<file path="config.mk">
export PLATFORM = sky130hd
export DESIGN_NAME = fcMacArray
export DESIGN_NICKNAME = d
export VERILOG_FILES = /design/src/design/fcPkg.sv /design/src/design/fcMacArray.sv
export VERILOG_INCLUDE_DIRS = /design/src /design/src/design
export SDC_FILE = /design/constraint.sdc
export NUM_CORES = 2
export LEC_CHECK = 0
export BUFFER_PORTS_ARGS = -buffer_cell sky130_fd_sc_hd__buf_2
export CAP_MARGIN = 20
export CORE_MARGIN = 3
export CORE_UTILIZATION = 42
export DETAILED_ROUTE_END_ITERATION = 16
export PLACE_DENSITY = 0.69
export SLEW_MARGIN = 5
export SYNTH_ARGS = -nofsm -noshare
export SYNTH_HDL_FRONTEND = slang
export SYNTH_SLANG_ARGS = --single-unit
</file>
<file path="constraint.sdc">
create_clock -name clk -period 6.04 [get_ports clk]
set_clock_uncertainty 0.05 [all_clocks]
set_input_delay 1.208 -clock clk [delete_from_list [all_inputs] [get_ports clk]]
set_output_delay 1.208 -clock clk [all_outputs]
set_load 0.02 [all_outputs]
</file>
<file path="src/design/fc_consts.svh">
`ifndef FC_CONSTS_SVH
`define FC_CONSTS_SVH

// stream and RAM word width
`define FC_DATA_W     32
`define FC_FEAT_DEPTH 256
`define FC_BIAS_DEPTH 64
`define FC_ADDR_W     8
`define FC_SIZE_W     21
`define FC_ACC_W      24
// requantize shift, applied before the bias add
`define FC_SHIFT      7

`endif
</file>
<file path="src/design/fcPkg.sv">
`default_nettype none
`include "fc_consts.svh"

package fcPkg;

  // host command codes
  typedef enum logic [2:0] {
    cmdIdle    = 3'd0,
    cmdFeature = 3'd1,
    cmdBias    = 3'd2,
    cmdLayer   = 3'd4
  } fcCmdE;

  typedef enum logic [3:0] {
    stIdle, stFeatureRx, stFeatureWait, stBiasRx, stBiasWait,
    stWeightRx, stCompute, stDrain, stSend, stFinish
  } fcStateE;

  typedef logic [`FC_DATA_W/8-1:0][7:0] fcWordT; // lane k in byte k
  typedef fcWordT [3:0] fcWeightsT;               // one word per weight row

endpackage

`default_nettype wire

</file>
<file path="src/design/fcMacArray.sv">
`timescale 1ns/1ps
`default_nettype none
`include "fc_consts.svh"

module fcMacArray (
  input  wire                   clk,
  input  wire                   rstn,
  input  wire                   macClear,
  input  wire                   macAcc,
  input  wire                   macLoad,
  input  wire fcPkg::fcWordT    featWord,
  input  wire fcPkg::fcWordT    biasWord,
  input  wire fcPkg::fcWeightsT weightWords,
  output fcPkg::fcWordT         mData
);
  import fcPkg::*;

  logic signed [`FC_ACC_W-1:0] acc [4];

  // four signed byte products of one word pair
  function automatic logic signed [`FC_ACC_W-1:0] dot4(input fcWordT a, input fcWordT b);
    logic signed [15:0]          prod;
    logic signed [`FC_ACC_W-1:0] sum;
    sum = '0;
    for (int j = 0; j < 4; j++) begin
      prod = $signed(a[j]) * $signed(b[j]);
      sum  = sum + $signed({{(`FC_ACC_W-16){prod[15]}}, prod});
    end
    return sum;
  endfunction

  function automatic logic [7:0] requant(input logic signed [`FC_ACC_W-1:0] sum,
                                         input logic [7:0] bias);
    logic signed [`FC_ACC_W-1:0] val;
    val = sum >>> `FC_SHIFT;
    val = val + $signed({{(`FC_ACC_W-8){bias[7]}}, bias});
    if (val > 127) return 8'd127;
    // saturating low to -128 and then relu both end at zero
    if (val < 0) return 8'd0;
    return val[7:0];
  endfunction

  always_ff @(posedge clk or negedge rstn) begin
    if (!rstn) begin
      for (int k = 0; k < 4; k++) begin
        acc[k] <= '0;
      end
      mData <= '0;
    end else begin
      for (int k = 0; k < 4; k++) begin
        if (macClear) begin
          acc[k] <= '0;
        end else if (macAcc) begin
          acc[k] <= acc[k] + dot4(featWord, weightWords[k]); // lane k = output 4g+k
        end
        if (macLoad) begin
          mData[k] <= requant(acc[k], biasWord[k]); // held through back-pressure
        end
      end
    end
  end

endmodule

`default_nettype wire

</file>
## Word level (Yosys, flattened, before mapping)

Cells that the tools add are included.

| storage, ports and cells | value |
|---|---|
| output and inout bits | 32 |
| flip-flop bits (word level) | 128 |
| input bits | 197 |
| word-level logic and storage cells | 97 |

| cells by class | value |
|---|---|
| $lt $le $gt $ge | 8 |
| multipliers | 16 |
| muxes and demuxes | 44 |
| reduce and logical (&&, ||, !) cells | 1 |
| add/sub/neg operators | 20 |

Operator list:

| kind | number |
|---|---|
| 8-bit by 8-bit multiplier with 16-bit output | 16 |
| 24-bit 2-to-1 mux | 8 |
| 8-bit 2-to-1 mux | 16 |
| 24-bit by 19-bit adder with 24-bit output | 4 |
| 18-bit by 16-bit adder with 19-bit output | 4 |
| 17-bit by 16-bit adder with 18-bit output | 4 |
| 17-bit by 8-bit adder with 18-bit output | 4 |
| 18-bit by 8-bit greater-than comparator with 1-bit output (second input constant) | 4 |
| 18-bit by 1-bit < comparator with 1-bit output (second input constant) | 4 |
| 16-bit by 16-bit adder with 17-bit output | 4 |
| 1-bit 2-to-1 mux | 20 |
| 2-bit nonzero test | 1 |

## Longest topological paths before layout

| logic depth | value |
|---|---|
| word-level depth | 8 |
| gate-level depth with buffers | 27 |
| gate-level depth less buffers | 25 |

## Least setup slack after synthesis

No wires, ideal clock.

| path | value |
|---|---|
| kind | input-to-reg |
| start point | in featWord[7] in the netlist's numbering |
| end point | reg acc[46] in the netlist's numbering |
| cell stages on the path | 26 |
| library setup time | 126 ps |
| required time | 5864 ps |
| path slack | -2262 ps |
| path buffers | 1 |
| data arrival time | 8125 ps |
| cells stage by stage | clkbuf_1 -> nand2_1 -> inv_1 -> fa_1 -> inv_1 -> fa_1 -> inv_1 -> fa_1 -> inv_1 -> fa_1 -> inv_1 -> fa_1 -> fa_1 -> inv_1 -> fa_1 -> fa_1 -> inv_1 -> ha_1 -> o21a_1 -> o21ai_0 -> o21bai_1 -> a21oi_2 -> o221ai_2 -> a41oi_2 -> mux2i_1 -> a311o_1 |

| on the way | value |
|---|---|
| cells in the longest elaborated chain, start to end | 7 |

RTL lines:

| what | line | source |
|---|---|---|
| start: declaration | fcMacArray.sv:11 | `input wire fcPkg::fcWordT featWord,` |
| 8-bit by 8-bit multiplier with 16-bit output | fcMacArray.sv:26 | `prod = $signed(a[j]) * $signed(b[j]);` |
| 16-bit by 16-bit adder with 17-bit output | fcMacArray.sv:27 | `` sum = sum + $signed({{(`FC_ACC_W-16){prod[15]}}, prod}); `` |
| 17-bit by 16-bit adder with 18-bit output | fcMacArray.sv:27 |  |
| 18-bit by 16-bit adder with 19-bit output | fcMacArray.sv:27 |  |
| 24-bit by 19-bit adder with 24-bit output | fcMacArray.sv:54 | `acc[k] <= acc[k] + dot4(featWord, weightWords[k]);` |
| 24-bit 2-to-1 mux | fcMacArray.sv:53 | `end else if (macAcc) begin` |
| 24-bit 2-to-1 mux | fcMacArray.sv:51 | `if (macClear) begin` |
| end signal: indexed assignment | fcMacArray.sv:54 |  |
| end: declaration | fcMacArray.sv:18 | `` logic signed [`FC_ACC_W-1:0] acc [4]; `` |

No other way between the ends. The select of a mux whose other input is x is not followed.
A chain may end at the register's enable or synchronous reset.

## Worst setup path after layout

| path | value |
|---|---|
| start point | in weightWords[61] in the netlist's numbering |
| end point | reg acc[70] in the netlist's numbering |

| on the way | value |
|---|---|
| cells in the longest elaborated chain, start to end | 5 |

RTL lines:

| what | line | source |
|---|---|---|
| start: declaration | fcMacArray.sv:13 | `input wire fcPkg::fcWeightsT weightWords,` |
| 8-bit by 8-bit multiplier with 16-bit output | fcMacArray.sv:26 |  |
| 18-bit by 16-bit adder with 19-bit output | fcMacArray.sv:27 |  |
| 24-bit by 19-bit adder with 24-bit output | fcMacArray.sv:54 |  |
| 24-bit 2-to-1 mux | fcMacArray.sv:53 |  |
| 24-bit 2-to-1 mux | fcMacArray.sv:51 |  |

No other way between the ends. The select of a mux whose other input is x is not followed.

==> impl_metrics.toml <==
[status]
status = "finished, violations left"
failed_checks = "setup timing"

[run]
drv_cap = 0

[grt]
antenna_found_initial = 46
grt_pass1_wl_um = 279000
grt_overflow = 0
first_global_vias = 48800
track_usage = 0.239
grt_start_max_net_pins = 77

[logic_synthesis]
synth_edf_count = 0
syn-num-nets = 8629
synthCells = 6348
yosys-top-cells-area = "fa_1, inv_1, ha_1"
yosysTopAreaCell = "fa_1"
syn_area_um2 = 61300
yosysTopAreaCellShare = 0.516
ys.flop_type = "dfrtp_1"
ys_warn_count = 0
synth_seq_cells = 128
synth_cell_type_count = 83
seq_area_frac_synth = 0.0522
syn_avg_cell_area_um2 = 9.66
async_reset_ff_frac = 1.00

[final_layout]
syn_to_final_growth_pct = 22.4
seq_area_um2 = 3200
drive_gt1_frac = 0.231
nets = 9511
multi_input_area_um2 = 53200
fillers = 12600
final_cell_mix = "inv_1, fa_1, buf_4"
fin_area_um2 = 75000
layout_commonest_cell = "inv_1"

[route]
final_antenna_net_count = 0
dr.first_iter.drc_count = 2982
route.detailed.drc = 0
routed_wl_um = 177000
num_vias = 45300
wl_per_cell_um = 19.3
vias_per_cell = 4.93
dr.pass1.iters = 8

[hold_path]
hold_end = "mData[7]$_DFFE_PN0P_"
min_path_cells = 1
hold_start = "mData[7]$_DFFE_PN0P_"
hp-class = "reg -> reg"

[timing]
worst_slew_margin_rel = 0.357
drv_slew = 0
tightest_slew_ps = 963
clock.fmax_mhz = 132
setup_ws_ps = -1530
fin_crit_sh = 1.25
fin_crit_ps = 7570
setup_viol = 80
finalHoldViolations = 0
rsz0062_at_grt = "true"

[critical_path]
cp.arrival_ps = 7880
worst_setup_path_start_kind = "input port"
reg2reg_to = "acc[70]$_DFFE_PN0P_"
timing.reg2reg.setup_slack_ps = -830
path_common_cell = "fa_1"
endpoint_kind = "register"
path_class = "in -> reg"
slowest_stage = "fa_2"
reg2reg_depth = 22
r2r-start = "acc[53]$_DFFE_PN0P_"
cpPeakStageDelay_ps = 590
cp_max_fo = 4
cp.required_ps = 6350

[clock_tree]
path_clk_slew_ps = 60
cts_buffer_depth = 2
holdBufCountCts = 0
cts_buffers = 17
clock-sinks = 128
cts_tree = "yes"
htreeDepth = 4
clk_latency_ps = 480
cts_root_buf = "clkbuf_16"

[floorplan]
dieHeight_um = 388
die_area_um2 = 151000
ioPinCount = 229
initial_core_util = 0.425
fp.dieW_um = 388
rows = 139
coreArea_um2 = 144000

[placement]
post_dp_cell_area_um2 = 71100
numPortBuffers = 228
routabilityCongestion = 0.929
dpl.hpwl_um = 154000
kinds of logic (layout without fill, tap and decap cells):
group	after synthesis	count (layout)	share of synthesized area
AOI/OAI and AO/OA	481	481	0.0529
xor gates and xnor gates	125	125	0.0179
adders and majority gates	2084	2084	0.619
buffers and inverters	1998	2893	0.123
DFF	128	128	0.0522
muxes	69	69	0.0114
other	0	31	0
and+or+nand+nor	1463	1463	0.124
final cells by class:
type | instances | area share
Multi-Input combinational cell | 4222 | 0.709
Timing Repair Buffer | 1016 | 0.114
Inverter | 1845 | 0.0930
Sequential cell | 128 | 0.0427
Tap cell | 1903 | 0.0317
Clock buffer | 17 | 0.00567
Clock inverter | 15 | 0.00230
Antenna cell | 31 | 0.00103
synthesized netlist by cell type (all sizes together), types with 9 or more instances:
library cell,count
a221o,9
or3,16
ha,504
a21oi,141
xnor2,93
o21a,25
inv,1845
nor3,39
nand2,455
nor2b,111
o31ai,9
mux2i,61
o311ai,9
nand3,36
o31a,9
and2,521
nor3b,9
xor2,32
a21o,33
o22ai,13
fa,1580
nor2,153
o211ai,9
a31oi,16
nor4,10
clkbuf,144
o21ai,94
dfrtp,128
a211oi,26
o21bai,14
nand2b,68
and3,11
how the worst max path moves through the flow:
stage,start,endpoint,slack [ps],cells past startpoint
global route,weightWords[61],acc[70]$_DFFE_PN0P_,-1670,25
CTS,featWord[31],acc[70]$_DFFE_PN0P_,-1440,26
finish,weightWords[61],acc[70]$_DFFE_PN0P_,-1530,25
global placement,featWord[26],acc[70]$_DFFE_PN0P_,-2060,25
detailed placement,featWord[26],acc[70]$_DFFE_PN0P_,-2130,25
floorplan,featWord[7],acc[19]$_DFFE_PN0P_,-1530,26
layer usage:
metal,share of wire,GRT usage,up-vias
met1,0.45,0.350,23300
li1,-,-,20400
met2,0.45,0.364,1304
met3,0.069,0.0438,242
met4,0.035,0.0673,18
met5,0.00059,0,-
metrics by stage:
stage / worst slack [ps] / hold WS, ps / util / TNS, ps / instances
floorplan: -1530 / 433 / - / -83730 / 6348
global placement: -2060 / 427 / 0.493 / -133030 / 9013
detailed placement: -2130 / 438 / 0.493 / -135990 / 9013
CTS: -1440 / 452 / 0.508 / -85790 / 9097
global route: -1670 / 476 / 0.520 / -102800 / 9162
finish: -1530 / 449 / 0.520 / -90880 / 9177
worst max-delay path, delay by kind of cell:
family	cells	cell delay (ps)
mux	1	90
simple gates	1	80
compound gates	7	1660
fa+ha+maj	9	4210
buf+inv	7	620
flip-flops by register name, indices dropped and copies added (netlist names):
register / cells
acc: 96
mData: 32
repair_timing:
item                       4_1_cts  5_1_grt
cloned                          11        6
setup endpoints to repair       80       80
buffers inserted                41       50
pin swaps                      206      213
gates resized for setup        289      323
Power is not shown: default switching activity piles up to over one toggle a cycle in this logic, so the estimate is an artifact.
