### config.mk
export PLATFORM = sky130hd
export DESIGN_NAME = fcConfig_flat
export DESIGN_NICKNAME = d
export VERILOG_FILES = /design/src/design/fcPkg.sv /design/src/design/fcCfgIf.sv /design/src/design/fcConfig.sv /design/src/flat_wrapper.sv
export VERILOG_INCLUDE_DIRS = /design/src /design/src/design
export SDC_FILE = /design/constraint.sdc
export NUM_CORES = 1
export LEC_CHECK = 0
export BUFFER_PORTS_ARGS = -buffer_cell sky130_fd_sc_hd__buf_2
export CORE_MARGIN = 1.5
export CORE_UTILIZATION = 35
export CTS_CLUSTER_SIZE = 12
export DETAILED_ROUTE_END_ITERATION = 12
export PLACE_DENSITY = 0.69
export SYNTH_ARGS = -nofsm -noshare
export SYNTH_HDL_FRONTEND = slang
export SYNTH_SLANG_ARGS = --single-unit
export TNS_END_PERCENT = 30
### constraint.sdc
create_clock -name clk -period 2.2 [get_ports clk]
set_input_delay 0.55 -clock clk [delete_from_list [all_inputs] [get_ports clk]]
set_output_delay 0.55 -clock clk [all_outputs]
set_load 0.005 [all_outputs]
### src/design/fc_consts.svh
`ifndef FC_CONSTS_SVH
`define FC_CONSTS_SVH

// stream and RAM word width
`define FC_DATA_W     32
`define FC_FEAT_DEPTH 256
`define FC_BIAS_DEPTH 64
`define FC_ADDR_W     8
`define FC_SIZE_W     21
`define FC_ACC_W      24
// requantize shift, applied before the bias add
`define FC_SHIFT      7

`endif
### src/design/fcPkg.sv
`default_nettype none
`include "fc_consts.svh"

package fcPkg;

  // host command codes
  typedef enum logic [2:0] {
    cmdIdle    = 3'd0,
    cmdFeature = 3'd1,
    cmdBias    = 3'd2,
    cmdLayer   = 3'd4
  } fcCmdE;

  typedef enum logic [3:0] {
    stIdle, stFeatureRx, stFeatureWait, stBiasRx, stBiasWait,
    stWeightRx, stCompute, stDrain, stSend, stFinish
  } fcStateE;

  typedef logic [`FC_DATA_W/8-1:0][7:0] fcWordT; // lane k in byte k
  typedef fcWordT [3:0] fcWeightsT;               // one word per weight row

endpackage

`default_nettype wire

### src/design/fcCfgIf.sv
`timescale 1ns/1ps
`default_nettype none
`include "fc_consts.svh"

interface fcCfgIf;
  logic                 startFeature;
  logic                 startBias;
  logic                 startLayer;
  logic                 clearDone;  // command went back to idle
  logic [`FC_ADDR_W:0]   lineWords;  // words per feature line, up to 256
  logic [`FC_ADDR_W-1:0] groupCount; // groups of four outputs
  logic                 featureEnd;
  logic                 biasEnd;
  logic                 layerEnd;

  modport cfg (output startFeature, startBias, startLayer, clearDone, lineWords, groupCount,
               input featureEnd, biasEnd, layerEnd);
  modport seq (input startFeature, startBias, startLayer, clearDone, lineWords, groupCount,
               output featureEnd, biasEnd, layerEnd);
endinterface

`default_nettype wire

### src/design/fcConfig.sv
`timescale 1ns/1ps
`default_nettype none
`include "fc_consts.svh"

module fcConfig (
  input  wire                   clk,
  input  wire                   rstn,
  input  wire fcPkg::fcCmdE     receiveCommand,
  input  wire [`FC_SIZE_W-1:0]  receiveSize,
  fcCfgIf.cfg                   cfg,
  output logic                  featureDone,
  output logic                  biasDone,
  output logic                  fcDone
);
  import fcPkg::*;

  fcCmdE lastCmd;
  logic  cmdChange;

  assign cmdChange = (receiveCommand != lastCmd);

  always_ff @(posedge clk or negedge rstn) begin
    if (!rstn) begin
      lastCmd          <= cmdIdle;
      cfg.startFeature <= 1'b0;
      cfg.startBias    <= 1'b0;
      cfg.startLayer   <= 1'b0;
      cfg.clearDone    <= 1'b0;
      cfg.lineWords    <= '0;
      cfg.groupCount   <= '0;
    end else begin
      lastCmd          <= receiveCommand;
      cfg.startFeature <= cmdChange && (receiveCommand == cmdFeature);
      cfg.startBias    <= cmdChange && (receiveCommand == cmdBias);
      cfg.startLayer   <= cmdChange && (receiveCommand == cmdLayer);
      cfg.clearDone    <= cmdChange && (receiveCommand == cmdIdle);
      if (cmdChange && receiveCommand == cmdFeature) begin
        cfg.lineWords <= receiveSize[`FC_ADDR_W+2:2]; // bytes to words
      end
      if (cmdChange && receiveCommand == cmdBias) begin
        cfg.groupCount <= receiveSize[`FC_ADDR_W+1:2]; // outputs / 4
      end
    end
  end

  // level flags, any command change clears them
  always_ff @(posedge clk or negedge rstn) begin
    if (!rstn) begin
      featureDone <= 1'b0;
      biasDone    <= 1'b0;
      fcDone      <= 1'b0;
    end else if (cmdChange) begin
      featureDone <= 1'b0;
      biasDone    <= 1'b0;
      fcDone      <= 1'b0;
    end else begin
      if (cfg.featureEnd) featureDone <= 1'b1;
      if (cfg.biasEnd) biasDone <= 1'b1;
      if (cfg.layerEnd) fcDone <= 1'b1;
    end
  end

endmodule

`default_nettype wire

### src/flat_wrapper.sv
// flat-port wrapper written by rule: the top's interface ports become plain ports
module fcConfig_flat import fcPkg::*;
  (clk, rstn, receiveCommand, receiveSize, featureDone, biasDone, fcDone, cfg_startFeature, cfg_startBias, cfg_startLayer, cfg_clearDone, cfg_lineWords, cfg_groupCount, cfg_featureEnd, cfg_biasEnd, cfg_layerEnd);
  fcCfgIf cfg_i ();
  input  wire clk;
  input  wire rstn;
  input  wire fcPkg::fcCmdE receiveCommand;
  input  wire [`FC_SIZE_W-1:0] receiveSize;
  output logic featureDone;
  output logic biasDone;
  output logic fcDone;
  output wire logic [$bits(cfg_i.startFeature)-1:0] cfg_startFeature;
  output wire logic [$bits(cfg_i.startBias)-1:0] cfg_startBias;
  output wire logic [$bits(cfg_i.startLayer)-1:0] cfg_startLayer;
  output wire logic [$bits(cfg_i.clearDone)-1:0] cfg_clearDone;
  output wire logic [$bits(cfg_i.lineWords)-1:0] cfg_lineWords;
  output wire logic [$bits(cfg_i.groupCount)-1:0] cfg_groupCount;
  input wire logic [$bits(cfg_i.featureEnd)-1:0] cfg_featureEnd;
  input wire logic [$bits(cfg_i.biasEnd)-1:0] cfg_biasEnd;
  input wire logic [$bits(cfg_i.layerEnd)-1:0] cfg_layerEnd;
  assign cfg_startFeature = cfg_i.startFeature;
  assign cfg_startBias = cfg_i.startBias;
  assign cfg_startLayer = cfg_i.startLayer;
  assign cfg_clearDone = cfg_i.clearDone;
  assign cfg_lineWords = cfg_i.lineWords;
  assign cfg_groupCount = cfg_i.groupCount;
  assign cfg_i.featureEnd = cfg_featureEnd;
  assign cfg_i.biasEnd = cfg_biasEnd;
  assign cfg_i.layerEnd = cfg_layerEnd;
  fcConfig u_core (.clk(clk), .rstn(rstn), .receiveCommand(receiveCommand), .receiveSize(receiveSize), .cfg(cfg_i), .featureDone(featureDone), .biasDone(biasDone), .fcDone(fcDone));
endmodule
Word-level counts from Yosys, hierarchy flattened
Index checks and enable logic that the tools add are counted.
Word-level totals
  register bits after elaboration: 27
  output and inout bits: 24
Cells by class
  reduce and logical (&&, ||, !) cells: 8
  mux-type cells: 6
  eq/ne operators: 4
Operators with widths (count)
  2-to-1 mux 1 bit: 6
  nonzero test 2 bit: 3
  logical AND 1 bit: 4
  equality test 3 x 1 -> 1 bit (second input constant): 1
  equality test 3 x 2 -> 1 bit (second input constant): 1
  equality test 3 bit (second input constant): 1
  logical NOT 3 bit: 1
  != test 3 bit: 1

Logic depth before layout (Yosys ltp)
  word-level depth: 2
  depth in mapped cells: 4

Least setup slack after synthesis
No wires, ideal clock.
  kind: input -> register
  start: in receiveCommand[1]
  end: reg u_core.cfg.lineWords[0]
  path slack: 461 ps
  stages on the path: 3
  required time: 2075 ps
  arrival time: 1614 ps
  setup time: 125 ps
  buffers on the path: 1
  path through: clkbuf_2 > a2111oi_4 > mux2_2
Between the ends
  longest elaborated chain between the ends: 2
  elaborated cells on any way between the ends: 3
  those cells by class: 2 x eq/ne; 1 x reduce/logical
RTL lines
  start, declared: line flat_wrapper.sv:7  | input wire fcPkg::fcCmdE receiveCommand;
  != test 3 bit / equality test 3 x 1 -> 1 bit (equally long branches): line fcConfig.sv:20, fcConfig.sv:37
  logical AND 1 bit *: line fcConfig.sv:37  | if (cmdChange && receiveCommand == cmdFeature) begin
  end signal, assigned: line fcConfig.sv:38  | cfg.lineWords <= receiveSize[`FC_ADDR_W+2:2];
  end, declared: line fcCfgIf.sv:16  | modport cfg (output startFeature, startBias, startLayer, clearDone, lineWords, groupCount,
Every way passes the cells marked *; elsewhere a longest branch is shown, timed or not.
A chain may end at the register's enable or synchronous reset.

Worst setup path in the final report
  start: reg u_core.lastCmd[0]
  end: reg u_core.cfg.groupCount[7]
Between the ends
  longest elaborated chain between the ends: 2
RTL lines
  start, declared: line fcConfig.sv:17  | fcCmdE lastCmd;
  start signal, assigned: line fcConfig.sv:24  | lastCmd <= cmdIdle;
  start signal, assigned: line fcConfig.sv:32  | lastCmd <= receiveCommand;
  != test 3 bit: line fcConfig.sv:20  | assign cmdChange = (receiveCommand != lastCmd);
  logical AND 1 bit: line fcConfig.sv:40  | if (cmdChange && receiveCommand == cmdBias) begin
  end signal, assigned: line fcConfig.sv:41  | cfg.groupCount <= receiveSize[`FC_ADDR_W+1:2];
  end, declared: line fcCfgIf.sv:16
No other way between the ends.

==> impl_metrics.py <==
metrics = {
    "route": {
        "ant_nets": 0,
        "drt-total-wl_um": 1770,
        "drt_iter0_markers": 3,
        "avgViaCountPerCell": 4.64,
        "drt-pass1-iter-count": 2,
        "vias": 668,
        "wl_per_cell_um": 12.3,
        "drc": 0,
    },
    "flow_run": {
        "drv_cap": 0,
    },
    "global_route": {
        "grt_pass1_vias": 701,
        "grt_usage": 0.118,
        "grt_pass1_wl_um": 2970,
        "grt_max_degree": 28,
        "grt_overflow": 0,
        "grt_antenna_before_repair": 0,
    },
    "setup_path": {
        "critPathTopFamily": "simple AND/OR/NAND/NOR gates",
        "endpoint": "u_core.cfg.groupCount[7]$_DFFE_PN0P_",
        "start_kind": "flip-flop",
        "crit_type": "reg2reg",
        "path_max_fanout": 9,
        "critPathCaptureType": "flip-flop",
        "max_stage_delay_ps": 480,
        "reg2reg_slack_ps": 560,
        "r2r_cells": 3,
        "cp_slowest_cell": "dfrtp_1",
        "required_ps": 2410,
        "reg2reg_from": "u_core.lastCmd[0]$_DFF_PN0_",
        "path_cells": "or3b_2 -> nand3_2 -> mux2_2",
        "arrival_ps": 1850,
        "path_buf_inv": 0,
        "critical_path.startpoint": "u_core.lastCmd[0]$_DFF_PN0_",
        "worstSetupPathDepth": 3,
        "reg2reg_to": "u_core.cfg.groupCount[7]$_DFFE_PN0P_",
    },
    "clock_tree": {
        "htree_num_levels": 1,
        "cts-buffers-inserted": 3,
        "cts_tree": "yes",
        "root_buffer": "clkbuf_4",
        "clock_sinks": 27,
        "clock_latency_ps": 310,
        "clk_path_buf_depth": 2,
        "path_clk_slew_ps": 140,
        "ctsResizeCount": 0,
        "postCtsSetupRepairBufs": 0,
        "postCtsHoldBufs": 0,
    },
    "floorplanning": {
        "ioPinCount": 53,
        "initial_utilization": 0.369,
        "coreArea_sq_mm": 0.00276,
        "die_h_um": 56.9,
        "fp-row-count": 19,
        "die_w_um": 56.9,
        "die-area_sq_mm": 0.00324,
    },
    "placed_design": {
        "place_hpwl_um": 1320,
        "dp_cells": 140,
        "place_congestion": 0.659,
        "dp_slack_ps": 464,
        "portBuffers": 40,
        "place_area_sq_mm": 0.00127,
    },
    "sta": {
        "setup-tns-final_ps": 0,
        "rsz0062_at_grt": "false",
        "worst_clock_skew_ps": 6.75,
        "hold_violations": 0,
        "finalSetupViolations": 0,
        "max_freq_mhz": 611,
        "layout_min_cycle_time_ps": 1640,
        "maxSlewViolCount": 0,
        "timing.hold.ws_ps": 220,
        "worst_pin_slew_ps": 596,
        "min_period_over_period": 0.744,
        "setup_slack_ps": 562,
        "slew_headroom": 0.602,
    },
    "synthesis": {
        "ys_types": 15,
        "seq_area_frac_synth": 0.664,
        "synth_top_cell_by_area": "dfrtp_1",
        "yosysWarnings": 0,
        "synth_area_leaders": "dfrtp_1 66%, mux2_2 19%, nor2_1 3.3%, a2111oi_4 2.7%, xnor2_1 2.6%",
        "syn_area_sq_mm": 0.00102,
        "syn_inst": 68,
        "synth-seq-cells": 27,
        "synth_top_area_frac": 0.664,
        "synth_nets": 97,
        "avgSynthCellArea_sq_um": 15.0,
    },
    "finish": {
        "nets": 143,
        "drive_above_1_share": 0.593,
        "final_cell_area_sq_mm": 0.00129,
        "fin_util": 0.469,
        "syn_to_final_growth_pct": 27.2,
        "antenna_cells": 0,
        "finalNonFillerCells": 144,
    },
    "power": {
        "cellPowerDensity_mw_per_mm2": 775,
        "leakagePower_nw": 0.649,
        "irDropWorstVdd_v": 0.000417,
        "power.total_mw": 1.00,
    },
    "min_path": {
        "holdCritPathClass": "in2async",
    },
    "outcome": {
        "status": "finished clean",
    },
}
==> area by class of cell <==
cell class | instances | area, sq um
well taps | 31 | 38.8
clock inverters | 1 | 5.00
repair buffers | 42 | 215
clock buffers | 3 | 22.5
flip-flops and latches | 27 | 676
fillers | 262 | 1460
multi-input cells | 38 | 329
inverters | 2 | 7.51
==> logic make-up after synthesis <==
logic type	Yosys count	synth area share
flip-flops	27	0.664
multiplexers	17	0.188
AND/OR/NAND/NOR	16	0.0775
XOR/XNOR	3	0.0258
buffers and inverters	3	0.0123
AO/OA/AOI/OAI	2	0.0320
==> per-layer routing <==
metal | routed length [um] | GRT usage | vias to the layer above | share of wire
li1 | - | - | 322 | -
met1 | 751 | 0.143 | 316 | 0.43
met2 | 853 | 0.199 | 30 | 0.48
met3 | 162 | 0.0346 | 0 | 0.092
met4 | 0 | 0.0399 | 0 | 0
met5 | 0 | 0 | - | 0
==> power by group <==
part	switching [mW]	total, mW	internal, mW
sequential	0.0361	0.605	0.569
combinational	0.0792	0.196	0.117
clock	0.134	0.202	0.0679
==> how the worst min path moves through the flow <==
stage                               from                          end  slack (ps)  cells past startpoint
2_1_floorplan                       rstn  u_core.biasDone$_DFFE_PN0P_         250                      0
3_3_place_gp   u_core.fcDone$_DFFE_PN0P_    u_core.fcDone$_DFFE_PN0P_         470                      2
3_5_place_dp   u_core.fcDone$_DFFE_PN0P_    u_core.fcDone$_DFFE_PN0P_         480                      2
4_1_cts                             rstn    u_core.fcDone$_DFFE_PN0P_         220                      1
5_1_grt                             rstn    u_core.fcDone$_DFFE_PN0P_         240                      1
6_report                            rstn    u_core.fcDone$_DFFE_PN0P_         220                      1
==> cell usage after synthesis <==
library cell and count:
or3b_2 1, xnor2_1 3, nand3_2 1, dfrtp_1 27
nand2_1 1, nor3_1 1, clkbuf_2 1, mux2_2 17
inv_1 2, a21oi_1 1, nor2_1 9, a2111oi_4 1
nor2_2 1, nor4_1 1, nand3_1 1
==> sequential cells by signal (all words and copies together), names as in the netlist <==
| signal | count |
|---|---|
| u_core.cfg.lineWords | 9 |
| u_core.cfg.groupCount | 8 |
| u_core.lastCmd | 3 |
| u_core.biasDone | 1 |
| u_core.cfg.clearDone | 1 |
| u_core.cfg.startBias | 1 |
| u_core.cfg.startFeature | 1 |
| u_core.cfg.startLayer | 1 |
| u_core.fcDone | 1 |
| u_core.featureDone | 1 |
==> cells in the final DEF (no fill, tap or decap) <==
master,instances
or3b_2,1
dfrtp_1,27
xnor2_1,3
nor2_2,1
nand3_1,1
nor4_1,1
buf_4,2
nand2_1,1
a21oi_1,1
buf_2,40
nor3_1,1
nand3_2,1
a2111oi_4,1
clkbuf_4,3
clkinv_2,1
inv_1,2
nor2_1,9
mux2_2,17
No activity file was read; power rests on OpenSTA's default activity.
