### config.mk
export PLATFORM = sky130hd
export DESIGN_NAME = fcSequencer_flat
export DESIGN_NICKNAME = d
export VERILOG_FILES = /design/src/design/fcPkg.sv /design/src/design/fcRamIf.sv /design/src/design/fcCfgIf.sv /design/src/design/fcSequencer.sv /design/src/flat_wrapper.sv
export VERILOG_INCLUDE_DIRS = /design/src /design/src/design
export SDC_FILE = /design/constraint.sdc
export NUM_CORES = 1
export LEC_CHECK = 0
export ABC_AREA = 1
export BUFFER_PORTS_ARGS = -buffer_cell sky130_fd_sc_hd__buf_2
export CAP_MARGIN = 20
export CORE_ASPECT_RATIO = 1.1
export CORE_MARGIN = 2
export CORE_UTILIZATION = 30
export CTS_CLUSTER_DIAMETER = 150
export DETAILED_ROUTE_END_ITERATION = 6
export GPL_TIMING_DRIVEN = 0
export PLACE_DENSITY = 0.58
export SYNTH_ARGS = -nofsm -noshare
export SYNTH_HDL_FRONTEND = slang
export SYNTH_SLANG_ARGS = --single-unit
### constraint.sdc
create_clock -name clk -period 1.5 [get_ports clk]
set_input_delay 0.225 -clock clk [delete_from_list [all_inputs] [get_ports clk]]
set_output_delay 0.225 -clock clk [all_outputs]
set_load 0.1 [all_outputs]
### src/design/fc_consts.svh
`ifndef FC_CONSTS_SVH
`define FC_CONSTS_SVH

// stream and RAM word width
`define FC_DATA_W     32
`define FC_FEAT_DEPTH 256
`define FC_BIAS_DEPTH 64
`define FC_ADDR_W     8
`define FC_SIZE_W     21
`define FC_ACC_W      24
// requantize shift, applied before the bias add
`define FC_SHIFT      7

`endif
### src/design/fcPkg.sv
`default_nettype none
`include "fc_consts.svh"

package fcPkg;

  // host command codes
  typedef enum logic [2:0] {
    cmdIdle    = 3'd0,
    cmdFeature = 3'd1,
    cmdBias    = 3'd2,
    cmdLayer   = 3'd4
  } fcCmdE;

  typedef enum logic [3:0] {
    stIdle, stFeatureRx, stFeatureWait, stBiasRx, stBiasWait,
    stWeightRx, stCompute, stDrain, stSend, stFinish
  } fcStateE;

  typedef logic [`FC_DATA_W/8-1:0][7:0] fcWordT; // lane k in byte k
  typedef fcWordT [3:0] fcWeightsT;               // one word per weight row

endpackage

`default_nettype wire

### src/design/fcRamIf.sv
`timescale 1ns/1ps
`default_nettype none
`include "fc_consts.svh"

interface fcRamIf;
  logic                               featWr;
  logic                               biasWr;
  logic [3:0]                         weightWr; // one hot, row within group
  logic [`FC_ADDR_W-1:0]               wrAddr;
  logic                               rdEn;
  logic [`FC_ADDR_W-1:0]               rdAddr;   // shared by feature and weights
  logic [$clog2(`FC_BIAS_DEPTH)-1:0]   biasAddr;

  modport seq (output featWr, biasWr, weightWr, wrAddr, rdEn, rdAddr, biasAddr);
  modport ram (input featWr, biasWr, weightWr, wrAddr, rdEn, rdAddr, biasAddr);
endinterface

`default_nettype wire

### src/design/fcCfgIf.sv
`timescale 1ns/1ps
`default_nettype none
`include "fc_consts.svh"

interface fcCfgIf;
  logic                 startFeature;
  logic                 startBias;
  logic                 startLayer;
  logic                 clearDone;  // command went back to idle
  logic [`FC_ADDR_W:0]   lineWords;  // words per feature line, up to 256
  logic [`FC_ADDR_W-1:0] groupCount; // groups of four outputs
  logic                 featureEnd;
  logic                 biasEnd;
  logic                 layerEnd;

  modport cfg (output startFeature, startBias, startLayer, clearDone, lineWords, groupCount,
               input featureEnd, biasEnd, layerEnd);
  modport seq (input startFeature, startBias, startLayer, clearDone, lineWords, groupCount,
               output featureEnd, biasEnd, layerEnd);
endinterface

`default_nettype wire

### src/design/fcSequencer.sv
`timescale 1ns/1ps
`default_nettype none
`include "fc_consts.svh"

module fcSequencer (
  input  wire  clk,
  input  wire  rstn,
  fcCfgIf.seq  cfg,
  fcRamIf.seq  ram,
  input  wire  sValid,
  output logic sReady,
  output logic mValid,
  output logic mLast,
  input  wire  mReady,
  output logic macClear,
  output logic macAcc,
  output logic macLoad
);
  import fcPkg::*;

  fcStateE               state;
  logic [`FC_ADDR_W-1:0] wordCnt;  // word within row, also the read address
  logic [1:0]            rowCnt;
  logic [`FC_ADDR_W-1:0] groupCnt;
  logic [`FC_ADDR_W:0]   lineLast;
  logic [`FC_ADDR_W-1:0] groupLast;
  logic                  fire;
  logic                  rowEnd;
  logic                  biasLast;
  logic                  lastGroup;

  assign lineLast  = cfg.lineWords - 1'b1;
  assign groupLast = cfg.groupCount - 1'b1;
  assign rowEnd    = ({1'b0, wordCnt} == lineLast);
  assign biasLast  = (wordCnt == groupLast);
  assign lastGroup = (groupCnt == groupLast);

  assign sReady = (state == stFeatureRx) || (state == stBiasRx) || (state == stWeightRx);
  assign fire   = sValid && sReady;

  assign ram.featWr   = fire && (state == stFeatureRx);
  assign ram.biasWr   = fire && (state == stBiasRx);
  assign ram.weightWr = (fire && state == stWeightRx) ? (4'b0001 << rowCnt) : 4'b0000;
  assign ram.wrAddr   = wordCnt;
  assign ram.rdEn     = (state == stCompute);
  assign ram.rdAddr   = wordCnt;
  assign ram.biasAddr = groupCnt[$clog2(`FC_BIAS_DEPTH)-1:0];

  assign macClear = (state == stWeightRx); // accumulators idle while rows arrive
  assign macLoad  = (state == stDrain) && !macAcc;

  always_ff @(posedge clk or negedge rstn) begin
    if (!rstn) begin
      state          <= stIdle;
      wordCnt        <= '0;
      rowCnt         <= '0;
      groupCnt       <= '0;
      macAcc         <= 1'b0;
      mValid         <= 1'b0;
      mLast          <= 1'b0;
      cfg.featureEnd <= 1'b0;
      cfg.biasEnd    <= 1'b0;
      cfg.layerEnd   <= 1'b0;
    end else begin
      macAcc         <= ram.rdEn; // RAM data lands one cycle later
      cfg.featureEnd <= 1'b0;
      cfg.biasEnd    <= 1'b0;
      cfg.layerEnd   <= 1'b0;
      case (state)
        stIdle: if (cfg.startFeature) state <= stFeatureRx;
        stFeatureRx: if (fire) begin
          wordCnt <= rowEnd ? '0 : wordCnt + 1'b1;
          if (rowEnd) begin
            cfg.featureEnd <= 1'b1;
            state          <= stFeatureWait;
          end
        end
        stFeatureWait: if (cfg.startBias) state <= stBiasRx;
        stBiasRx: if (fire) begin
          wordCnt <= biasLast ? '0 : wordCnt + 1'b1;
          if (biasLast) begin
            cfg.biasEnd <= 1'b1;
            state       <= stBiasWait;
          end
        end
        stBiasWait: if (cfg.startLayer) begin
          groupCnt <= '0;
          state    <= stWeightRx;
        end
        stWeightRx: if (fire) begin
          wordCnt <= rowEnd ? '0 : wordCnt + 1'b1;
          if (rowEnd) begin
            rowCnt <= rowCnt + 1'b1; // wraps to row 0 after the fourth
            if (rowCnt == 2'd3) state <= stCompute;
          end
        end
        stCompute: begin
          wordCnt <= rowEnd ? '0 : wordCnt + 1'b1;
          if (rowEnd) state <= stDrain;
        end
        stDrain: if (!macAcc) state <= stSend; // last product is in
        stSend: if (!mValid) begin
          mValid <= 1'b1;
          mLast  <= lastGroup;
        end else if (mReady) begin
          mValid   <= 1'b0;
          mLast    <= 1'b0;
          groupCnt <= lastGroup ? '0 : groupCnt + 1'b1;
          if (lastGroup) begin
            cfg.layerEnd <= 1'b1;
            state        <= stFinish;
          end else begin
            state <= stWeightRx;
          end
        end
        stFinish: if (cfg.clearDone) state <= stIdle;
        default: state <= stIdle;
      endcase
    end
  end

endmodule

`default_nettype wire

### src/flat_wrapper.sv
// flat-port wrapper written by rule: the top's interface ports become plain ports
module fcSequencer_flat import fcPkg::*;
  (clk, rstn, sValid, sReady, mValid, mLast, mReady, macClear, macAcc, macLoad, cfg_startFeature, cfg_startBias, cfg_startLayer, cfg_clearDone, cfg_lineWords, cfg_groupCount, cfg_featureEnd, cfg_biasEnd, cfg_layerEnd, ram_featWr, ram_biasWr, ram_weightWr, ram_wrAddr, ram_rdEn, ram_rdAddr, ram_biasAddr);
  fcCfgIf cfg_i ();
  fcRamIf ram_i ();
  input  wire clk;
  input  wire rstn;
  input  wire sValid;
  output logic sReady;
  output logic mValid;
  output logic mLast;
  input  wire mReady;
  output logic macClear;
  output logic macAcc;
  output logic macLoad;
  input wire logic [$bits(cfg_i.startFeature)-1:0] cfg_startFeature;
  input wire logic [$bits(cfg_i.startBias)-1:0] cfg_startBias;
  input wire logic [$bits(cfg_i.startLayer)-1:0] cfg_startLayer;
  input wire logic [$bits(cfg_i.clearDone)-1:0] cfg_clearDone;
  input wire logic [$bits(cfg_i.lineWords)-1:0] cfg_lineWords;
  input wire logic [$bits(cfg_i.groupCount)-1:0] cfg_groupCount;
  output wire logic [$bits(cfg_i.featureEnd)-1:0] cfg_featureEnd;
  output wire logic [$bits(cfg_i.biasEnd)-1:0] cfg_biasEnd;
  output wire logic [$bits(cfg_i.layerEnd)-1:0] cfg_layerEnd;
  output wire logic [$bits(ram_i.featWr)-1:0] ram_featWr;
  output wire logic [$bits(ram_i.biasWr)-1:0] ram_biasWr;
  output wire logic [$bits(ram_i.weightWr)-1:0] ram_weightWr;
  output wire logic [$bits(ram_i.wrAddr)-1:0] ram_wrAddr;
  output wire logic [$bits(ram_i.rdEn)-1:0] ram_rdEn;
  output wire logic [$bits(ram_i.rdAddr)-1:0] ram_rdAddr;
  output wire logic [$bits(ram_i.biasAddr)-1:0] ram_biasAddr;
  assign cfg_i.startFeature = cfg_startFeature;
  assign cfg_i.startBias = cfg_startBias;
  assign cfg_i.startLayer = cfg_startLayer;
  assign cfg_i.clearDone = cfg_clearDone;
  assign cfg_i.lineWords = cfg_lineWords;
  assign cfg_i.groupCount = cfg_groupCount;
  assign cfg_featureEnd = cfg_i.featureEnd;
  assign cfg_biasEnd = cfg_i.biasEnd;
  assign cfg_layerEnd = cfg_i.layerEnd;
  assign ram_featWr = ram_i.featWr;
  assign ram_biasWr = ram_i.biasWr;
  assign ram_weightWr = ram_i.weightWr;
  assign ram_wrAddr = ram_i.wrAddr;
  assign ram_rdEn = ram_i.rdEn;
  assign ram_rdAddr = ram_i.rdAddr;
  assign ram_biasAddr = ram_i.biasAddr;
  fcSequencer u_core (.clk(clk), .rstn(rstn), .cfg(cfg_i), .ram(ram_i), .sValid(sValid), .sReady(sReady), .mValid(mValid), .mLast(mLast), .mReady(mReady), .macClear(macClear), .macAcc(macAcc), .macLoad(macLoad));
endmodule
# ---- Yosys cells after proc, flatten, opt, wreduce, memory -nomap -nowiden
# Index checks and enable logic that the tools add are counted.
dict set report word_totals {
  inputBits 25
  ff_bits 28
  word_cells 105
}
dict set report op_classes {
  n_shift 1
  addsub 5
  n_mux 42
  n_reduce_logical 17
  eq_ne 30
}
# cell count
set ops {}
lappend ops {{2-to-1 mux 4 bit} 17}
lappend ops {{2-to-1 mux 8 bit} 8}
lappend ops {{case mux 4 bit (10 select lines)} 1}
lappend ops {{case mux 8 bit (3 select lines)} 1}
lappend ops {{!= test 2 x 1 -> 1 bit (second input constant)} 9}
lappend ops {{adder 8 x 1 -> 8 bit (second input constant)} 2}
lappend ops {{equality test 4 x 3 -> 1 bit (second input constant)} 4}
lappend ops {{equality test 8 bit} 2}
lappend ops {{!= test 2 bit (second input constant)} 8}
lappend ops {{case mux 8 bit (2 select lines)} 1}
lappend ops {{AND reduction 15 bit} 1}
lappend ops {{2-to-1 mux 1 bit} 14}
lappend ops {{equality test 8 x 9 -> 1 bit} 1}
lappend ops {{subtractor 9 x 1 -> 9 bit (second input constant)} 1}
lappend ops {{equality test 4 x 2 -> 1 bit (second input constant)} 2}
lappend ops {{equality test 4 bit (second input constant)} 2}
lappend ops {{subtractor 8 x 1 -> 8 bit (second input constant)} 1}
lappend ops {{AND reduction 3 bit} 2}
lappend ops {{logical AND 1 bit} 5}
lappend ops {{equality test 4 x 1 -> 1 bit (second input constant)} 1}
lappend ops {{zero test 4 bit} 1}
lappend ops {{AND reduction 4 bit} 1}
lappend ops {{<< shifter 1 x 2 -> 4 bit (first input constant)} 1}
lappend ops {{nonzero test 3 bit} 1}
lappend ops {{other kinds (7)} 8}

# ---- Logic depth before layout (Yosys ltp)
# Gate-level depths: netlist (run 1).
dict set report depth {
  depth_word 6
  depth_mapped 16
  mapped_depth_nobuf 16
}

# ---- Least setup slack after synthesis (run 1)
# Ideal clock, no wire load.
dict set report synth_path {
  path_type {register to register}
  start {register u_core.state[3]}
  end {register u_core.cfg.biasEnd}
  period_less_slack_ps 3412
  t_arrival_ps 3306
  setup_ps 105
  slack_ps -1912
  path_buffers 0
  stages_incl_launch_ff 7
  path_cell_list {dfrtp_1 > nor2_1 > nand2_1 > nand2_1 > nand2_1 > nor2_1 > nor4b_1}
}
dict set report synth_via {
  elab_chain_len 6
}
# element line_no
set synth_rtl {}
lappend synth_rtl {{start, declared} fcSequencer.sv:21} ;# fcStateE state;
lappend synth_rtl {{start signal, assigned} fcSequencer.sv:54} ;# state <= stIdle;
lappend synth_rtl {{start signal, assigned} fcSequencer.sv:70} ;# stIdle: if (cfg.startFeature) state <= stFeatureRx;
lappend synth_rtl {{start signal, assigned} fcSequencer.sv:75} ;# state <= stFeatureWait;
lappend synth_rtl {{equality test 4 x 1 -> 1 bit or equality test 4 x 2 -> 1 bit (tied branches)} fcSequencer.sv:38} ;# assign sReady = (state == stFeatureRx) || (state == stBiasRx) || (state == stWeightRx);
lappend synth_rtl {{logical OR 1 bit} fcSequencer.sv:38}
lappend synth_rtl {{logical OR 1 bit *} fcSequencer.sv:38}
lappend synth_rtl {{net sReady} flat_wrapper.sv:9} ;# output logic sReady;
lappend synth_rtl {{logical AND 1 bit *} fcSequencer.sv:39} ;# assign fire = sValid && sReady;
lappend synth_rtl {{2-to-1 mux 1 bit *} fcSequencer.sv:79} ;# stBiasRx: if (fire) begin
lappend synth_rtl {{2-to-1 mux 1 bit *} fcSequencer.sv:69} ;# case (state)
lappend synth_rtl {{end signal, assigned} fcSequencer.sv:62} ;# cfg.biasEnd <= 1'b0;
lappend synth_rtl {{end signal, assigned} fcSequencer.sv:67} ;# cfg.biasEnd <= 1'b0;
lappend synth_rtl {{end signal, assigned} fcSequencer.sv:82} ;# cfg.biasEnd <= 1'b1;
lappend synth_rtl {{end, declared} fcCfgIf.sv:19} ;# output featureEnd, biasEnd, layerEnd);
# Mark *: on every way through the listed nets, which the timed path passes. The rest lies on a longest branch.
# A chain may end at the register's enable or synchronous reset.

# ---- Final worst setup path (run 1)
dict set report layout_path {
  start {register u_core.state[3]}
  end {register u_core.groupCnt[7]}
}
dict set report layout_via {
  elab_chain_len 3
}
# element line_no
set layout_rtl {}
lappend layout_rtl {{equality test 4 bit or equality test 4 x 3 -> 1 bit (tied branches)} fcSequencer.sv:69}
lappend layout_rtl {{!= test 2 x 1 -> 1 bit (no line), or another cell as far along} -}
lappend layout_rtl {{AND reduction 4 bit (no line)} -}
lappend layout_rtl {{end signal, assigned} fcSequencer.sv:108} ;# groupCnt <= lastGroup ? '0 : groupCnt + 1'b1;
lappend layout_rtl {{end, declared} fcSequencer.sv:24} ;# logic [`FC_ADDR_W-1:0] groupCnt;
# Several ways; a longest one is shown, not always the timed one.

==> results of run 1 <==
==> worst register-to-register path: stages, from the launching register on <==
cell and delay (ps):
dfrtp_2 470, nor2_4 230, nand2_2 90, or2_1 230, and3_4 180, buf_6 130, nand2_4 70, nor2_4 40
nand2_2 60, xor2_1 150, nor2_1 50
==> Yosys cell counts, drive strengths merged <==
cell	n	area share
nand2	129	0.19
inv	65	0.095
nor2	55	0.090
nand3	39	0.078
dfrtp	28	0.27
nand4	18	0.046
buf	15	0.045
xor2	12	0.041
o21ai	11	0.021
a21oi	9	0.019
ha	8	0.039
nor3	8	0.016
xnor2	4	0.014
nor3b	2	0.0078
o22ai	2	0.0049
and2	1	0.0024
and3	1	0.0024
nand3b	1	0.0029
nor4	1	0.0024
nor4b	1	0.0034
o211ai	1	0.0029
or2	1	0.0024
==> power by group <==
group          internal, uW  total, uW  leakage, uW  switching (uW)
Clock                   358        620    0.0000357             262
Combinational          1880       5800      0.00171            3920
Sequential             1020       1340     0.000343             318
Total                  3260       7770      0.00209            4500
==> how the worst max path moves through the flow <==
stage | end | slack (ps) | cells after the start
after floorplan | u_core.cfg.biasEnd | -410 | 7
after global placement | u_core.groupCnt[2] | -540 | 16
after detailed placement | u_core.groupCnt[2] | -600 | 16
after CTS | u_core.state[2] | -310 | 10
after global routing | u_core.state[2] | -370 | 10
final | u_core.groupCnt[7] | -300 | 10
==> registers in the layout (all words and copies together) (netlist names) <==
name                   flops
u_core.state               4
u_core.cfg.layerEnd        1
u_core.cfg.featureEnd      1
u_core.groupCnt            8
u_core.macAcc              1
u_core.mValid              1
u_core.ram.rdAddr          8
u_core.mLast               1
u_core.cfg.biasEnd         1
u_core.rowCnt              2
==> layout by cell type (no fill, tap or decap), types with 13 or more instances in the layout <==
cell type  Yosys  final
nand2_1      124    100
buf_4         14     53
inv_1         61     47
buf_2          0     37
nand3_1       38     32
nor2_1        49     30
nor2_4         2     20
nand4_1       17     17
nand2_4        1     15
dfrtp_1       28     13
==> routing by layer <==
metal,vias to the layer above,wire length [um]
met1,1321,3270
met4,0,118
met5,-,0
met2,65,3940
met3,11,275
li1,1506,-
==> cells by family (layout without fill, tap and decap cells) <==
kind of cell               count (synthesis)  in the layout  share of synthesized area
buffers and inverters                     80            182                      0.140
and+or+nand+nor                          257            257                      0.447
AOI/OAI and AO/OA                         23             23                     0.0480
xor gates and xnor gates                  16             16                     0.0543
DFF                                       28             28                      0.272
adders and majority gates                  8              8                     0.0388
==> metrics by stage <==
stage / utilization / hold WS, ps
2_1_floorplan: - / -70.6
3_3_place_gp: 0.387 / 296
3_5_place_dp: 0.387 / 297
4_1_cts: 0.455 / 186
5_1_grt: 0.494 / 187
6_report: 0.494 / 206
==> area by class of cell <==
| class | instances | area (sq um) |
|---|---|---|
| Clock inverter | 1 | 30.0 |
| Sequential cell | 28 | 739 |
| Buffer | 15 | 116 |
| Multi-Input combinational cell | 304 | 1980 |
| Timing Repair Buffer | 98 | 815 |
| Tap cell | 111 | 139 |
| Clock buffer | 3 | 41.3 |
| Inverter | 65 | 272 |
| Fill cell | 843 | 4230 |
==> what timing repair did <==
action                     CTS  global route
hold buffers                 1             0
hold endpoints to repair    28             0
gates cloned                 1             0
resized for setup           90            58
setup endpoints to repair   42            40
pin swaps                   27            29
buffers inserted            21            14
==> flow_metrics.env, run 1 <==
export IMPL_status="complete, but fails checks"
export IMPL_violations="negative setup slack"
export IMPL_start_kind="flop"
export IMPL_tightest_slew_ps=679
export IMPL_die_area_sq_um=9350
export IMPL_io_pin_count=63
export IMPL_ant_nets=0
export IMPL_max_freq_mhz=556
export IMPL_vias=2903
export IMPL_diodes=0
export IMPL_min_to="u_core.cfg.layerEnd"
export IMPL_cp_data_required_time_ps=1680
export IMPL_fp_dieH_um=101
export IMPL_start_util=0.308
export IMPL_cp_max_fo=5
export IMPL_path_clk_slew_ps=100
export IMPL_path_cells="nor2_4 -> nand2_2 -> or2_1 -> and3_4 -> buf_6 -> nand2_4 -> nor2_4 -> nand2_2 -> xor2_1 -> nor2_1"
export IMPL_fin_tns_setup_ps=-6030
export IMPL_avgSynthCellArea_sq_um=6.26
export IMPL_first_global_vias=2742
export IMPL_placedCellCount=585
export IMPL_reg2reg_from="u_core.state[3]"
export IMPL_viasPerCell=4.64
export IMPL_hpwlAfterDp_um=5510
export IMPL_cpPeakStageDelay_ps=470
export IMPL_fin_crit_sh=1.20
export IMPL_synth_distinct_cells=33
export IMPL_die_x_um=92.4
export IMPL_ir_worst_vdd_mv=0.789
export IMPL_crit_slowest_cell="dfrtp_2"
export IMPL_syn2layout_area_growth_pct=60.3
export IMPL_clock_latency_ps=280
export IMPL_drt_pass1_iterations=4
export IMPL_grt_busiest_layer="met2"
export IMPL_relSlewSlack=0.547
export IMPL_stdcell_area_sq_um=4130
export IMPL_cts_root_buf="clkbuf_8"
export IMPL_drt_iter0_markers=103
export IMPL_setup_viol=32
export IMPL_r2r_cells=10
export IMPL_cp_data_arrival_time_ps=1980
export IMPL_core_area_sq_um=8360
export IMPL_fin_cells=625
export IMPL_portBuffers=62
export IMPL_h_tree_depth=1
export IMPL_synth_fp_nets=445
export IMPL_grt_max_degree=29
export IMPL_final_layout_size_suffix_gt1_frac=0.447
export IMPL_slew_violations=0
export IMPL_layout_min_cycle_time_ps=1800
export IMPL_synth_area_sq_um=2580
export IMPL_wire_per_inst_um=12.2
export IMPL_critPathKind="reg2reg"
export IMPL_rr_endpoint="u_core.groupCnt[7]"
export IMPL_grt_usage=0.156
export IMPL_final_setup_skew_ps=9.24
export IMPL_synth_seq_area_share=0.272
export IMPL_gp_congestion=0.857
export IMPL_crit_path_start="u_core.state[3]"
export IMPL_cts_made_buffers=3
export IMPL_end_kind="flop"
export IMPL_crit_family="simple AND/OR/NAND/NOR gates"
export IMPL_grt_pass1_wl_um=12200
export IMPL_total_power_uw=7770
export IMPL_r2r_slack_ps=-300
export IMPL_yosys_warnings=0
export IMPL_path_buf_inv=1
export IMPL_wirelength_um=7600
export IMPL_place_area_sq_um=3240
export IMPL_fin_nets=548
export IMPL_holdCritStartpoint="mReady"
export IMPL_fin_ws_ps=-298
export IMPL_use_met1=0.192
export IMPL_post_place_ws_ps=-596
export IMPL_rows=35
export IMPL_synth_seq_cells=28
export IMPL_cts_sinks=28
export IMPL_hold_viol_final=0
export IMPL_p_leak_uw=0.00209
export IMPL_cts_tree="done"
export IMPL_grt_overflow_total=0
export IMPL_whs_path_depth=3
export IMPL_drv_cap=0
export IMPL_groute_layer_met2_usage=0.291
export IMPL_drc=0
export IMPL_power_density_nw_per_um2=1880
export IMPL_syn_inst=412
export IMPL_rsz0062_at_grt="yes"
export IMPL_cts_buffer_depth=2
export IMPL_antenna_found_initial=0
export IMPL_worstHoldPathType="in2reg"
export IMPL_grtUsageMet3=0.0119
(Power assumes the default switching activity.)
==> run 2, diff against run 1 <==
Settings changed: RECOVER_POWER from default to 50.
==> flow_metrics.env, run 2 (synthesized netlist as in run 1, its figures left out) <==
export IMPL_cts_sinks=28
export IMPL_switching_share=0.580
export IMPL_power_density_nw_per_um2=1880
export IMPL_violations="negative setup slack"
export IMPL_diodes=0
export IMPL_status="complete, but fails checks"
export IMPL_drc=0
export IMPL_power_frac_clock=0.080
export IMPL_rsz0062_at_grt="yes"
export IMPL_cp_data_arrival_time_ps=1980
export IMPL_antenna_found_initial=0
export IMPL_io_pin_count=63
export IMPL_final_common_cell="nand2_1"
export IMPL_rr_endpoint="u_core.groupCnt[7]"
export IMPL_p_int_uw=3260
export IMPL_first_global_vias=2742
export IMPL_drt_pass1_iterations=4
export IMPL_syn2layout_area_growth_pct=60.3
export IMPL_layout_min_cycle_time_ps=1800
export IMPL_r2r_slack_ps=-300
export IMPL_wirelength_um=7600
export IMPL_ir_worst_vdd_mv=0.789
export IMPL_max_freq_mhz=556
export IMPL_die_x_um=92.4
export IMPL_relSlewSlack=0.496
export IMPL_end_kind="flop"
export IMPL_grt_pass1_wl_um=12200
export IMPL_final_cell_mix="nand2_1, buf_4, inv_1"
export IMPL_gp_congestion=0.857
export IMPL_p_sw_uw=4500
export IMPL_power_frac_comb=0.747
export IMPL_cts_buffer_depth=2
export IMPL_final_layout_size_suffix_gt1_frac=0.447
export IMPL_cts_root_buf="clkbuf_8"
export IMPL_hold_viol_final=0
export IMPL_tightest_slew_ps=755
export IMPL_start_util=0.308
export IMPL_r2r_cells=10
export IMPL_fin_ws_ps=-298
export IMPL_fin_cells=625
export IMPL_holdCritStartpoint="mReady"
export IMPL_grt_overflow_total=0
export IMPL_seqPwrFrac=0.173
export IMPL_cp_max_fo=5
export IMPL_p_leak_uw=0.00209
export IMPL_start_kind="flop"
export IMPL_reg2reg_from="u_core.state[3]"
export IMPL_setup_viol=32
export IMPL_cp_data_required_time_ps=1680
export IMPL_final_setup_skew_ps=9.24
export IMPL_portBuffers=62
export IMPL_rows=35
export IMPL_viasPerCell=4.64
export IMPL_grt_max_degree=29
export IMPL_core_area_sq_um=8360
export IMPL_whs_path_depth=3
export IMPL_grt_usage=0.156
export IMPL_min_to="u_core.cfg.layerEnd"
export IMPL_die_area_sq_um=9350
export IMPL_clock_latency_ps=280
export IMPL_drv_cap=0
export IMPL_wire_per_inst_um=12.2
export IMPL_fp_dieH_um=101
export IMPL_path_clk_slew_ps=100
export IMPL_placedCellCount=585
export IMPL_post_place_ws_ps=-596
export IMPL_h_tree_depth=1
export IMPL_worstHoldPathType="in2reg"
export IMPL_fin_tns_setup_ps=-6030
export IMPL_fin_nets=548
export IMPL_hpwlAfterDp_um=5510
export IMPL_drt_iter0_markers=103
export IMPL_vias=2903
export IMPL_ant_nets=0
export IMPL_cts_tree="done"
export IMPL_slew_violations=0
export IMPL_fin_crit_sh=1.20
export IMPL_cts_made_buffers=3
export IMPL_critPathKind="reg2reg"
[run 2: cell count changes in the layout (fill, tap and decap cells not counted), sizes merged]
cell	before	now
buf	108	107
clkbuf	7	8
[run 2: how the worst max path moves through the flow]
stage / start / to / slack (ps) / cells past startpoint
global route: u_core.ram.rdAddr[1] / u_core.state[2] / -370 / 10
global placement: cfg_groupCount[0] / u_core.groupCnt[2] / -540 / 16
detailed placement: cfg_groupCount[0] / u_core.groupCnt[2] / -600 / 16
CTS: u_core.ram.rdAddr[0] / u_core.state[2] / -310 / 10
floorplan: u_core.state[1] / u_core.cfg.biasEnd / -410 / 7
finish: u_core.state[3] / u_core.groupCnt[7] / -300 / 10
[run 2: power by group through the flow]
stage	Sequential, uW	Clock (uW)	Combinational, uW
2_1_floorplan	1940	0	3140
4_1_cts	1350	636	5220
3_5_place_dp	1380	0	4400
3_3_place_gp	1360	0	4370
5_1_grt	1370	669	6180
6_report	1340	620	5800
[run 2: area by class of cell]
type	count	area [sq um]
repair buffers	98	815
plain buffers	15	116
flip-flops and latches	28	739
clock inverters	1	30.0
clock buffers	3	41.3
inverters	65	272
fillers	843	4230
well taps	111	139
multi-input cells	304	1980
[run 2: repair_timing]
| item | in CTS | in global routing |
|---|---|---|
| pin swaps | 27 | 29 |
| cloned | 1 | 0 |
| setup endpoints to repair | 42 | 40 |
| buffers inserted | 21 | 14 |
| gates resized for setup | 90 | 58 |
| hold buffers | 1 | 0 |
| endpoints found under the hold margin | 28 | 0 |
[run 2: per-layer routing]
metal  global-route usage  vias up  share of wire
li1                     -     1506              -
met1                0.192     1321           0.43
met2                0.291       65           0.52
met3               0.0119       11          0.036
met4               0.0448        0          0.016
met5                    0        -              0
[run 2: critical path, stage by stage (launching register included)]
cell	delay (ps)
dfrtp_2	470
nor2_4	230
nand2_2	90
or2_1	230
and3_4	180
buf_6	130
nand2_4	60
nor2_4	40
nand2_2	60
xor2_1	150
nor2_1	50
[run 2: metrics by stage]
step / total power [uW] / hold WS, ps / util / cell area [sq um]
2_1_floorplan: 5080 / -70.6 / - / 2790
3_3_place_gp: 5740 / 296 / 0.387 / 3240
3_5_place_dp: 5780 / 297 / 0.387 / 3240
4_1_cts: 7210 / 186 / 0.455 / 3800
5_1_grt: 8220 / 187 / 0.494 / 4130
6_report: 7770 / 206 / 0.494 / 4130
